`src/include/fg_consts.svh`:
```
// Build-time sizes, weight store layout and credit count, included by the package and RTL
`ifndef FG_CONSTS_SVH
`define FG_CONSTS_SVH

// Vector and matrix sizes
`define FG_X        4
`define FG_L        4

// Fixed point format, Q7.8
`define FG_WIDTH    16
`define FG_FRAC     8

// Weight store layout
`define FG_ADDR_W   6
`define FG_W_BASE   0
`define FG_U_BASE   16
`define FG_B_BASE   32
`define FG_XV_BASE  40
`define FG_HV_BASE  48

// Output stream credits
`define FG_CREDITS  2

`endif

```
`src/rtl/fg_pkg.sv`:
```
// Shared word types, bus structs and FSM state enums of the forget gate unit
`include "fg_consts.svh"

package fg_pkg;

  //////////////////////////////////////////////////
  // Data words
  //////////////////////////////////////////////////

  // Q7.8 value as held in the store
  typedef logic signed [`FG_WIDTH-1:0] word_t;

  // Wide accumulator for dot products
  typedef logic signed [31:0] acc_t;

  //////////////////////////////////////////////////
  // Buses
  //////////////////////////////////////////////////

  // Host write port, no handshake
  typedef struct packed {
    logic                  valid;
    logic [`FG_ADDR_W-1:0] addr;
    word_t                 data;
  } load_t;

  // Engine read request, held until granted
  typedef struct packed {
    logic                  valid;
    logic [`FG_ADDR_W-1:0] addr;
  } rd_req_t;

  // Read return, one cycle after grant
  typedef struct packed {
    logic  valid;
    word_t data;
  } rd_rsp_t;

  // Row job to both engines
  typedef struct packed {
    logic       valid;
    logic [1:0] row;
  } job_t;

  // Engine partial sum
  typedef struct packed {
    logic valid;
    acc_t value;
  } partial_t;

  // Output stream element
  typedef struct packed {
    logic       valid;
    logic [1:0] row;
    word_t      data;
  } fout_t;

  //////////////////////////////////////////////////
  // FSM states
  //////////////////////////////////////////////////

  typedef enum logic [1:0] {
    SEQ_IDLE,
    SEQ_ISSUE,
    SEQ_WAIT,
    SEQ_CREDIT_WAIT
  } seq_state_e;

  typedef enum logic [1:0] {
    ENG_IDLE,
    ENG_FETCH,
    ENG_BIAS,
    ENG_DONE
  } eng_state_e;

endpackage

```
`src/rtl/weight_store.sv`:
```
// Single-port weight store holding W, U, b, x and h, read data one cycle after the address
`include "fg_consts.svh"

module weight_store (
  input  logic                  CLK,
  input  logic                  we,
  input  logic [`FG_ADDR_W-1:0] addr,
  input  fg_pkg::word_t         wdata,
  output fg_pkg::word_t         rdata
);

  localparam int DEPTH = 1 << `FG_ADDR_W;

  // Storage array
  fg_pkg::word_t mem [0:DEPTH-1];

  // Write port
  always_ff @(posedge CLK) begin
    if (we) begin
      mem[addr] <= wdata;
    end
  end

  // Registered read
  // Old word comes back on a same-address write
  always_ff @(posedge CLK) begin
    rdata <= mem[addr];
  end

endmodule

```
`src/rtl/store_arbiter.sv`:
```
// Shares the weight store between the host load port and the two dot-product engines
`include "fg_consts.svh"

module store_arbiter (
  input  logic              CLK,
  input  logic              RST,
  input  fg_pkg::load_t     load,
  input  fg_pkg::rd_req_t   req_in,
  input  fg_pkg::rd_req_t   req_rec,
  output fg_pkg::rd_rsp_t   rsp_in,
  output fg_pkg::rd_rsp_t   rsp_rec,
  output logic              gnt_in,
  output logic              gnt_rec
);

  localparam int AW = `FG_ADDR_W;

  // Round-robin pointer, high when the recurrent engine goes first
  logic rr_rec;

  // Which engine owns the read in flight
  logic pend_in;
  logic pend_rec;

  // Store side
  logic          st_we;
  logic [AW-1:0] st_addr;
  fg_pkg::word_t st_wdata;
  fg_pkg::word_t st_rdata;

  //////////////////////////////////////////////////
  // Grant
  //////////////////////////////////////////////////

  // Load beats both engines
  always_comb begin
    gnt_in  = 1'b0;
    gnt_rec = 1'b0;
    if (!load.valid) begin
      if (req_in.valid && (!req_rec.valid || !rr_rec)) begin
        gnt_in = 1'b1;
      end else if (req_rec.valid) begin
        gnt_rec = 1'b1;
      end
    end
  end

  // Store address from the winner
  always_comb begin
    st_we    = load.valid;
    st_wdata = load.data;
    if (load.valid) begin
      st_addr = load.addr;
    end else if (gnt_rec) begin
      st_addr = req_rec.addr;
    end else begin
      st_addr = req_in.addr;
    end
  end

  // Pointer flips toward the engine that lost
  always_ff @(posedge CLK or posedge RST) begin
    if (RST) begin
      rr_rec   <= 1'b0;
      pend_in  <= 1'b0;
      pend_rec <= 1'b0;
    end else begin
      pend_in  <= gnt_in;
      pend_rec <= gnt_rec;
      if (gnt_in) begin
        rr_rec <= 1'b1;
      end else if (gnt_rec) begin
        rr_rec <= 1'b0;
      end
    end
  end

  //////////////////////////////////////////////////
  // Store and return steering
  //////////////////////////////////////////////////

  weight_store u_store (
    .CLK   (CLK),
    .we    (st_we),
    .addr  (st_addr),
    .wdata (st_wdata),
    .rdata (st_rdata)
  );

  // Same data to both, valid only to the owner
  assign rsp_in.valid  = pend_in;
  assign rsp_in.data   = st_rdata;
  assign rsp_rec.valid = pend_rec;
  assign rsp_rec.data  = st_rdata;

endmodule

```
`src/rtl/dot_engine.sv`:
```
// Dot-product engine, one matrix row times one vector from the store, bias added on request
`include "fg_consts.svh"

module dot_engine #(
  parameter int MAT_BASE   = 0,
  parameter int VEC_BASE   = 0,
  parameter int LEN        = 4,
  parameter int ROW_STRIDE = 4,
  parameter bit ADD_BIAS   = 1'b0
) (
  input  logic              CLK,
  input  logic              RST,
  input  fg_pkg::job_t      job,
  output fg_pkg::rd_req_t   req,
  input  logic              gnt,
  input  fg_pkg::rd_rsp_t   rsp,
  output fg_pkg::partial_t  result
);

  // Matrix and vector reads alternate
  localparam int NRD = 2 * LEN;
  localparam int CW  = $clog2(NRD + 1);
  localparam int AW  = `FG_ADDR_W;

  fg_pkg::eng_state_e state;

  // Reads granted and reads returned
  logic [CW-1:0] iss_cnt;
  logic [CW-1:0] ret_cnt;
  logic          bias_iss;

  // Job row and datapath
  logic [1:0]    row_q;
  fg_pkg::word_t mat_q;
  fg_pkg::acc_t  acc;
  fg_pkg::acc_t  prod;

  //////////////////////////////////////////////////
  // Read requests
  //////////////////////////////////////////////////

  // Even index reads matrix, odd reads vector
  always_comb begin
    req.valid = 1'b0;
    req.addr  = '0;
    if (state == fg_pkg::ENG_FETCH && iss_cnt < CW'(NRD)) begin
      req.valid = 1'b1;
      if (!iss_cnt[0]) begin
        req.addr = AW'(MAT_BASE + 32'(row_q) * ROW_STRIDE + 32'(iss_cnt >> 1));
      end else begin
        req.addr = AW'(VEC_BASE + 32'(iss_cnt >> 1));
      end
    end else if (state == fg_pkg::ENG_BIAS && !bias_iss) begin
      req.valid = 1'b1;
      req.addr  = AW'(`FG_B_BASE + 32'(row_q));
    end
  end

  // Q7.8 product back to Q7.8 scale
  assign prod = (fg_pkg::acc_t'(mat_q) * fg_pkg::acc_t'(rsp.data)) >>> `FG_FRAC;

  //////////////////////////////////////////////////
  // Control FSM
  //////////////////////////////////////////////////

  always_ff @(posedge CLK or posedge RST) begin
    if (RST) begin
      state    <= fg_pkg::ENG_IDLE;
      iss_cnt  <= '0;
      ret_cnt  <= '0;
      bias_iss <= 1'b0;
    end else begin
      case (state)
        fg_pkg::ENG_IDLE: begin
          if (job.valid) begin
            iss_cnt  <= '0;
            ret_cnt  <= '0;
            bias_iss <= 1'b0;
            state    <= fg_pkg::ENG_FETCH;
          end
        end
        fg_pkg::ENG_FETCH: begin
          if (gnt) begin
            iss_cnt <= iss_cnt + 1'b1;
          end
          // Last vector word closes the loop
          if (rsp.valid) begin
            ret_cnt <= ret_cnt + 1'b1;
            if (ret_cnt == CW'(NRD - 1)) begin
              state <= ADD_BIAS ? fg_pkg::ENG_BIAS : fg_pkg::ENG_DONE;
            end
          end
        end
        fg_pkg::ENG_BIAS: begin
          if (gnt) begin
            bias_iss <= 1'b1;
          end
          if (rsp.valid) begin
            state <= fg_pkg::ENG_DONE;
          end
        end
        default: begin
          state <= fg_pkg::ENG_IDLE;
        end
      endcase
    end
  end

  //////////////////////////////////////////////////
  // Datapath
  //////////////////////////////////////////////////

  always_ff @(posedge CLK) begin
    if (state == fg_pkg::ENG_IDLE && job.valid) begin
      row_q <= job.row;
      acc   <= '0;
    end else if (state == fg_pkg::ENG_FETCH && rsp.valid) begin
      // Keep matrix word, multiply on the vector word
      if (!ret_cnt[0]) begin
        mat_q <= rsp.data;
      end else begin
        acc <= acc + prod;
      end
    end else if (state == fg_pkg::ENG_BIAS && rsp.valid) begin
      acc <= acc + fg_pkg::acc_t'(rsp.data);
    end
  end

  // One-cycle result
  assign result.valid = (state == fg_pkg::ENG_DONE);
  assign result.value = acc;

endmodule

```
`src/rtl/gate_sequencer.sv`:
```
// Row sequencer, issues one job per row to both engines once an output credit is free
`include "fg_consts.svh"

module gate_sequencer (
  input  logic          CLK,
  input  logic          RST,
  input  logic          start,
  input  logic          credit_ok,
  input  logic          done_in,
  input  logic          done_rec,
  output fg_pkg::job_t  job,
  output logic          busy
);

  fg_pkg::seq_state_e state;
  logic [1:0]         row_q;

  // Partials seen for the current row
  logic got_in;
  logic got_rec;
  logic both_done;

  // Both engines finished, counting this cycle's pulses
  assign both_done = (got_in | done_in) & (got_rec | done_rec);

  //////////////////////////////////////////////////
  // Row FSM
  //////////////////////////////////////////////////

  always_ff @(posedge CLK or posedge RST) begin
    if (RST) begin
      state   <= fg_pkg::SEQ_IDLE;
      row_q   <= '0;
      got_in  <= 1'b0;
      got_rec <= 1'b0;
      busy    <= 1'b0;
    end else begin
      case (state)
        fg_pkg::SEQ_IDLE: begin
          // Busy still high one cycle after the last row
          // so a start here is dropped
          busy <= start & ~busy;
          if (start && !busy) begin
            row_q <= '0;
            state <= fg_pkg::SEQ_CREDIT_WAIT;
          end
        end
        fg_pkg::SEQ_CREDIT_WAIT: begin
          if (credit_ok) begin
            state <= fg_pkg::SEQ_ISSUE;
          end
        end
        fg_pkg::SEQ_ISSUE: begin
          got_in  <= 1'b0;
          got_rec <= 1'b0;
          state   <= fg_pkg::SEQ_WAIT;
        end
        fg_pkg::SEQ_WAIT: begin
          if (done_in) begin
            got_in <= 1'b1;
          end
          if (done_rec) begin
            got_rec <= 1'b1;
          end
          if (both_done) begin
            got_in  <= 1'b0;
            got_rec <= 1'b0;
            if (row_q == 2'(`FG_L - 1)) begin
              state <= fg_pkg::SEQ_IDLE;
            end else begin
              row_q <= row_q + 1'b1;
              state <= fg_pkg::SEQ_CREDIT_WAIT;
            end
          end
        end
        default: begin
          state <= fg_pkg::SEQ_IDLE;
        end
      endcase
    end
  end

  // Row stays on job.row for the activation stage
  assign job.valid = (state == fg_pkg::SEQ_ISSUE);
  assign job.row   = row_q;

endmodule

```
`src/rtl/gate_activation.sv`:
```
// Activation stage, adds both partials, applies the hard sigmoid and owns output credits
`include "fg_consts.svh"

module gate_activation (
  input  logic              CLK,
  input  logic              RST,
  input  fg_pkg::partial_t  part_in,
  input  fg_pkg::partial_t  part_rec,
  input  logic [1:0]        row,
  input  logic              credit_ret,
  output fg_pkg::fout_t     f_out,
  output logic              credit_ok
);

  localparam int CW = $clog2(`FG_CREDITS + 1);

  // 0.5 and 1.0 in Q7.8
  localparam fg_pkg::acc_t HALF = 1 <<< (`FG_FRAC - 1);
  localparam fg_pkg::acc_t ONE  = 1 <<< `FG_FRAC;

  // Partial holding registers
  logic         have_in;
  logic         have_rec;
  fg_pkg::acc_t held_in;
  fg_pkg::acc_t held_rec;

  // Operands, sum and activation
  fg_pkg::acc_t op_in;
  fg_pkg::acc_t op_rec;
  fg_pkg::acc_t sum;
  fg_pkg::acc_t hs;
  logic         fire;

  // Output register
  logic          out_valid;
  logic [1:0]    out_row;
  fg_pkg::word_t out_data;

  // Credit state
  logic [CW-1:0] credits;
  logic          in_flight;

  //////////////////////////////////////////////////
  // Combine and activate
  //////////////////////////////////////////////////

  // Partial arriving now bypasses its register
  assign op_in  = have_in  ? held_in  : part_in.value;
  assign op_rec = have_rec ? held_rec : part_rec.value;
  assign fire   = (have_in | part_in.valid) & (have_rec | part_rec.valid);
  assign sum    = op_in + op_rec;

  // s/4 + 0.5, clamped to 0 .. 1.0
  always_comb begin
    hs = (sum >>> 2) + HALF;
    if (hs < 0) begin
      hs = '0;
    end else if (hs > ONE) begin
      hs = ONE;
    end
  end

  //////////////////////////////////////////////////
  // Control and credits
  //////////////////////////////////////////////////

  always_ff @(posedge CLK or posedge RST) begin
    if (RST) begin
      have_in   <= 1'b0;
      have_rec  <= 1'b0;
      out_valid <= 1'b0;
      credits   <= CW'(`FG_CREDITS);
    end else begin
      out_valid <= fire;
      if (fire) begin
        have_in  <= 1'b0;
        have_rec <= 1'b0;
      end else begin
        if (part_in.valid) begin
          have_in <= 1'b1;
        end
        if (part_rec.valid) begin
          have_rec <= 1'b1;
        end
      end
      // Spend on emit, refund on return
      credits <= credits - CW'(fire) + CW'(credit_ret);
    end
  end

  // Payload registers
  always_ff @(posedge CLK) begin
    if (part_in.valid) begin
      held_in <= part_in.value;
    end
    if (part_rec.valid) begin
      held_rec <= part_rec.value;
    end
    if (fire) begin
      out_row  <= row;
      out_data <= fg_pkg::word_t'(hs);
    end
  end

  // Half-finished row keeps one credit for itself
  assign in_flight = have_in | have_rec;
  assign credit_ok = credits > CW'(in_flight);

  assign f_out.valid = out_valid;
  assign f_out.row   = out_row;
  assign f_out.data  = out_data;

endmodule

```
`src/rtl/forget_gate_top.sv`:
```
// Forget gate vector unit top, store, arbiter, two engines, sequencer and activation stage
`include "fg_consts.svh"

module forget_gate_top (
  input  logic           CLK,
  input  logic           RST,
  input  fg_pkg::load_t  load,
  input  logic           start,
  input  logic           credit_ret,
  output fg_pkg::fout_t  f_out,
  output logic           busy
);

  //////////////////////////////////////////////////
  // Interconnect
  //////////////////////////////////////////////////

  // Store access
  fg_pkg::rd_req_t  req_in;
  fg_pkg::rd_req_t  req_rec;
  fg_pkg::rd_rsp_t  rsp_in;
  fg_pkg::rd_rsp_t  rsp_rec;
  logic             gnt_in;
  logic             gnt_rec;

  // Jobs and results
  fg_pkg::job_t     job;
  fg_pkg::partial_t part_in;
  fg_pkg::partial_t part_rec;
  logic             credit_ok;

  store_arbiter u_arb (
    .CLK     (CLK),
    .RST     (RST),
    .load    (load),
    .req_in  (req_in),
    .req_rec (req_rec),
    .rsp_in  (rsp_in),
    .rsp_rec (rsp_rec),
    .gnt_in  (gnt_in),
    .gnt_rec (gnt_rec)
  );

  // W times x plus b
  dot_engine #(
    .MAT_BASE   (`FG_W_BASE),
    .VEC_BASE   (`FG_XV_BASE),
    .LEN        (`FG_X),
    .ROW_STRIDE (`FG_X),
    .ADD_BIAS   (1'b1)
  ) u_eng_in (
    .CLK    (CLK),
    .RST    (RST),
    .job    (job),
    .req    (req_in),
    .gnt    (gnt_in),
    .rsp    (rsp_in),
    .result (part_in)
  );

  // U times h
  dot_engine #(
    .MAT_BASE   (`FG_U_BASE),
    .VEC_BASE   (`FG_HV_BASE),
    .LEN        (`FG_L),
    .ROW_STRIDE (`FG_L),
    .ADD_BIAS   (1'b0)
  ) u_eng_rec (
    .CLK    (CLK),
    .RST    (RST),
    .job    (job),
    .req    (req_rec),
    .gnt    (gnt_rec),
    .rsp    (rsp_rec),
    .result (part_rec)
  );

  gate_sequencer u_seq (
    .CLK       (CLK),
    .RST       (RST),
    .start     (start),
    .credit_ok (credit_ok),
    .done_in   (part_in.valid),
    .done_rec  (part_rec.valid),
    .job       (job),
    .busy      (busy)
  );

  gate_activation u_act (
    .CLK        (CLK),
    .RST        (RST),
    .part_in    (part_in),
    .part_rec   (part_rec),
    .row        (job.row),
    .credit_ret (credit_ret),
    .f_out      (f_out),
    .credit_ok  (credit_ok)
  );

endmodule

```
`config.mk`:
```
export PLATFORM = sky130hd
export DESIGN_NAME = forget_gate_top
export DESIGN_NICKNAME = d
export VERILOG_FILES = /design/src/rtl/fg_pkg.sv /design/src/rtl/weight_store.sv /design/src/rtl/store_arbiter.sv /design/src/rtl/dot_engine.sv /design/src/rtl/gate_sequencer.sv /design/src/rtl/gate_activation.sv /design/src/rtl/forget_gate_top.sv
export VERILOG_INCLUDE_DIRS = /design/src /design/src/include
export SDC_FILE = /design/constraint.sdc
export NUM_CORES = 2
export LEC_CHECK = 0
export BUFFER_PORTS_ARGS = -buffer_cell sky130_fd_sc_hd__buf_4
export CORE_UTILIZATION = 50
export DETAILED_ROUTE_END_ITERATION = 10
export PLACE_DENSITY = 0.65
export REMOVE_ABC_BUFFERS = 1
export SLEW_MARGIN = 20
export SYNTH_ARGS = -nofsm -noshare
export SYNTH_HDL_FRONTEND = slang
export SYNTH_SLANG_ARGS = --single-unit
```
`constraint.sdc`:
```
create_clock -name CLK -period 10 [get_ports CLK]
set_input_delay 2 -clock CLK [delete_from_list [all_inputs] [get_ports CLK]]
set_output_delay 2 -clock CLK [all_outputs]
set_load 0.05 [all_outputs]
```
==> summary.txt <==
status = finished, final reports clean
number of synthesized flops with an enable pin = 1,142
CORE AREA = 0.142 sq mm
Hold Slack = 0.488 ns
Final Cycle Share = 94.8%
share of cells above drive strength 1 = 10.3%
iteration count of the initial detailed-routing pass = 6
num ports = 47
largest family of logic cells by synthesized area = adder cells
Max-slew headroom = 32.3%
min-delay src = u_eng_rec.acc[10]
die extent in x = 382 microns
Initial DRC Count = 4,358
distinct cell type count after synthesis = 96
Synth Area in XOR/XNOR = 1.65%
Worst R2R Path Depth = 31
clock sink count = 1,259
drt drc = 0
die height = 382 microns
vias in the first global route = 47,000
Row Count = 138
fin worst setup slack = 0.524 ns
worst slew pin tran = 1.01 ns
MaxCap Viol Count = 0
WP buf/inv = 5
clk_skew = 0.0404 ns
fin. max-slew vios = 0
vias per std cell = 5.94
Hold Crit Endpoint = u_eng_rec.acc[10]
Max FO, Critical Path = 24
fin crit period = 9.48 ns
Synth Area in Adders = 19.5%
Hold Crit Depth = 2
Mapped Area = 0.0721 sq mm
slowest stage cell, crit path = fa_1
CTS Buffer Depth = 3
max frequency = 106 MHz
final WL = 194,000 microns
simple-gate portion of the synthesized area = 9.43%
port bufs = 46
setup TNS = 0 ns
Syn. warnings = 0
Seq cells post-synth = 1,259
HPWL Detailed = 129,000 microns
CP peak stage delay = 0.60 ns
Top Family by Delay on Critical Path = adder cells
reg2reg end = u_eng_rec.acc[29]
clock tree from TritonCTS = yes
clk slew on worst S/H paths = 0.06 ns
Levels on crit path = 31
Area Growth Syn to Fin = 10.4%
Hold Violations, Final = 0
Total GRT Usage = 26.9%
H-tree depth = 4
grt ovf = 0
Critical Path Most Common Cell = fa_1
CTS buffer count = 133
final setup fails = 0
root buf cell = clkbuf_16
Critical R2R Launch = u_arb.u_store.rdata[1]
wire per inst = 24.8 microns
CP arrival = 10.14 ns
die area = 0.146 sq mm
critical path capture point type = flop
RD Place Congestion = 0.901
multiplexer share of the synthesized area = 4.10%
filler instances = 11,700
ys flop type = edfxtp_1
Mean Syn Cell Area = 12.5 sq um
compound-gate portion of the synthesized area = 9.64%
largest net degree at the start of global routing = 73
Worst Path Required = 10.66 ns
WS Path Type = flop to flop
fin nets = 6,673
initial antenna violation count = 10
ANT nets after route = 0
dpl ws = -0.166 ns
first-pass GRT wire length = 293,000 microns
unrepaired setup endpoints after global routing = false
Seq/Total Area, Yosys = 51.1%
r2r setup slk = 0.52 ns
Initial Utilization = 50.7%
Via Count = 46,600
Post-Synthesis Cells = 5,750
CP Launch Type = flop
Worst-Skew Late Latency = 0.79 ns
Hold Crit Class = flop to flop
Async SR Flop Fraction = 2.94%
==> metrics by stage <==
step                area, sq um  util, %  cells
finish                    79600     55.9   7840
global route              79600     55.9   7838
CTS                       79600     55.9   7837
detailed placement        75200     52.9   7591
global placement          75200     52.9   7591
floorplan                 71100        -   5486
==> kinds of logic after synthesis <==
| group | after synthesis |
|---|---|
| other cells | 1 |
| flops | 1259 |
| compound gates | 1038 |
| buf+inv | 873 |
| mux | 183 |
| xor+xnor | 135 |
| fa+ha+maj | 809 |
| simple gates | 1452 |
==> cells in the mapped netlist, types with 24 or more instances <==
master    number  area share [%]
ha_1         285             4.9
xor2_1        54            0.66
buf_1         34            0.18
mux4_2        83             2.6
clkbuf_1     219             1.1
edfxtp_1    1142              48
o22ai_1       28            0.24
a31oi_1       30            0.26
mux2_2        64             1.0
a22o_1        24            0.29
nor3_1        55            0.38
nand2b_1      31            0.27
nand2_1      682             3.6
a221oi_1      42            0.51
and2_1       255             2.2
fa_1         524              15
o21ai_0      148             1.0
nand4_1       31            0.27
a21o_1        52            0.54
a21oi_1      295             2.0
nand3_1       63            0.44
mux2i_1       35            0.49
dfrtp_1       36             1.2
a211oi_1      69            0.72
dfxtp_1       80             2.2
xnor2_1       80            0.97
inv_1        602             3.1
nor2_1       222             1.2
a22oi_1      153             1.6
==> layer usage <==
metal / vias to the layer above / part of all wire [%] / GRT usage (%)
met3: 395 / 8.3 / 4.34
met1: 23600 / 40 / 35.9
met2: 2013 / 48 / 43.9
met5: - / 0.038 / 0
met4: 10 / 4.0 / 10.8
li1: 20600 / - / -
==> tightest hold or removal path, stage by stage (launching register included) <==
cell and delay, ns:
dfxtp_1 0.33, nand2_1 0.06, a21oi_1 0.05
==> sequential cells by signal, indices dropped and copies added (netlist names), 2 cells and up <==
signal and flops:
u_arb.u_store.mem 1024, u_act.held_in 32, u_act.held_rec 32, u_eng_in.acc 32, u_eng_rec.acc 32, u_act.out_data 16
u_arb.u_store.rdata 16, u_eng_in.mat_q 16, u_eng_rec.mat_q 16, u_eng_in.iss_cnt 4, u_eng_in.ret_cnt 4, u_eng_rec.iss_cnt 4
u_eng_rec.ret_cnt 4, u_act.credits 2, u_act.out_row 2, u_eng_in.row_q 2, u_eng_in.state 2, u_eng_rec.row_q 2
u_eng_rec.state 2, u_seq.row_q 2, u_seq.state 2
==> worst max path at each step <==
| stage | to | from |
|---|---|---|
| after floorplan | u_arb.u_store.rdata[9] | load[22] |
| final | u_eng_rec.acc[29] | u_arb.u_store.rdata[1] |
| after detailed placement | u_eng_in.acc[31] | u_arb.u_store.rdata[2] |
| after CTS | u_eng_in.acc[31] | u_arb.u_store.rdata[2] |
| after global routing | u_eng_rec.acc[29] | u_arb.u_store.rdata[1] |
| after global placement | u_eng_in.acc[31] | u_eng_in.mat_q[9] |
==> cells in the final DEF (no fill, tap or decap), drive strengths merged, types with 17 or more instances in the layout <==
master,instances
nand3,63
a22oi,153
nor3,57
clkinv,63
xor2,54
fa,524
inv,609
nor2b,20
and2,256
or3,19
edfxtp,1142
nand2b,31
a31oi,30
a222oi,23
mux2,65
o21ai,155
a221oi,42
clkbuf,166
o21a,17
nor2,222
ha,285
a211oi,72
nand2,682
nand4,32
a21o,52
a41oi,21
a21oi,296
mux2i,35
mux4,83
and3,18
xnor2,81
dfxtp,80
o22ai,28
a22o,24
dfrtp,36
buf,216
==> area by class of cell <==
| cell class | count | area [sq um] | area share [%] |
|---|---|---|---|
| Sequential cell | 1259 | 36800 | 46.3 |
| Timing Repair Buffer | 216 | 1670 | 2.10 |
| Clock buffer | 166 | 3520 | 4.43 |
| Clock inverter | 80 | 787 | 0.989 |
| Tap cell | 1890 | 2360 | 2.97 |
| Multi-Input combinational cell | 3624 | 32100 | 40.4 |
| Inverter | 603 | 2260 | 2.84 |
| Antenna cell | 2 | 5.00 | 0.00629 |
==> what timing repair did <==
action	in CTS	in global routing
hold buffers	0	0
setup buffers	0	1
pin swaps	0	0
setup endpoints to repair	1	7
gates resized for setup	1	5
gates cloned	0	0
Power is not shown: default switching activity piles up to over one toggle a cycle in this logic, so the estimate is an artifact.
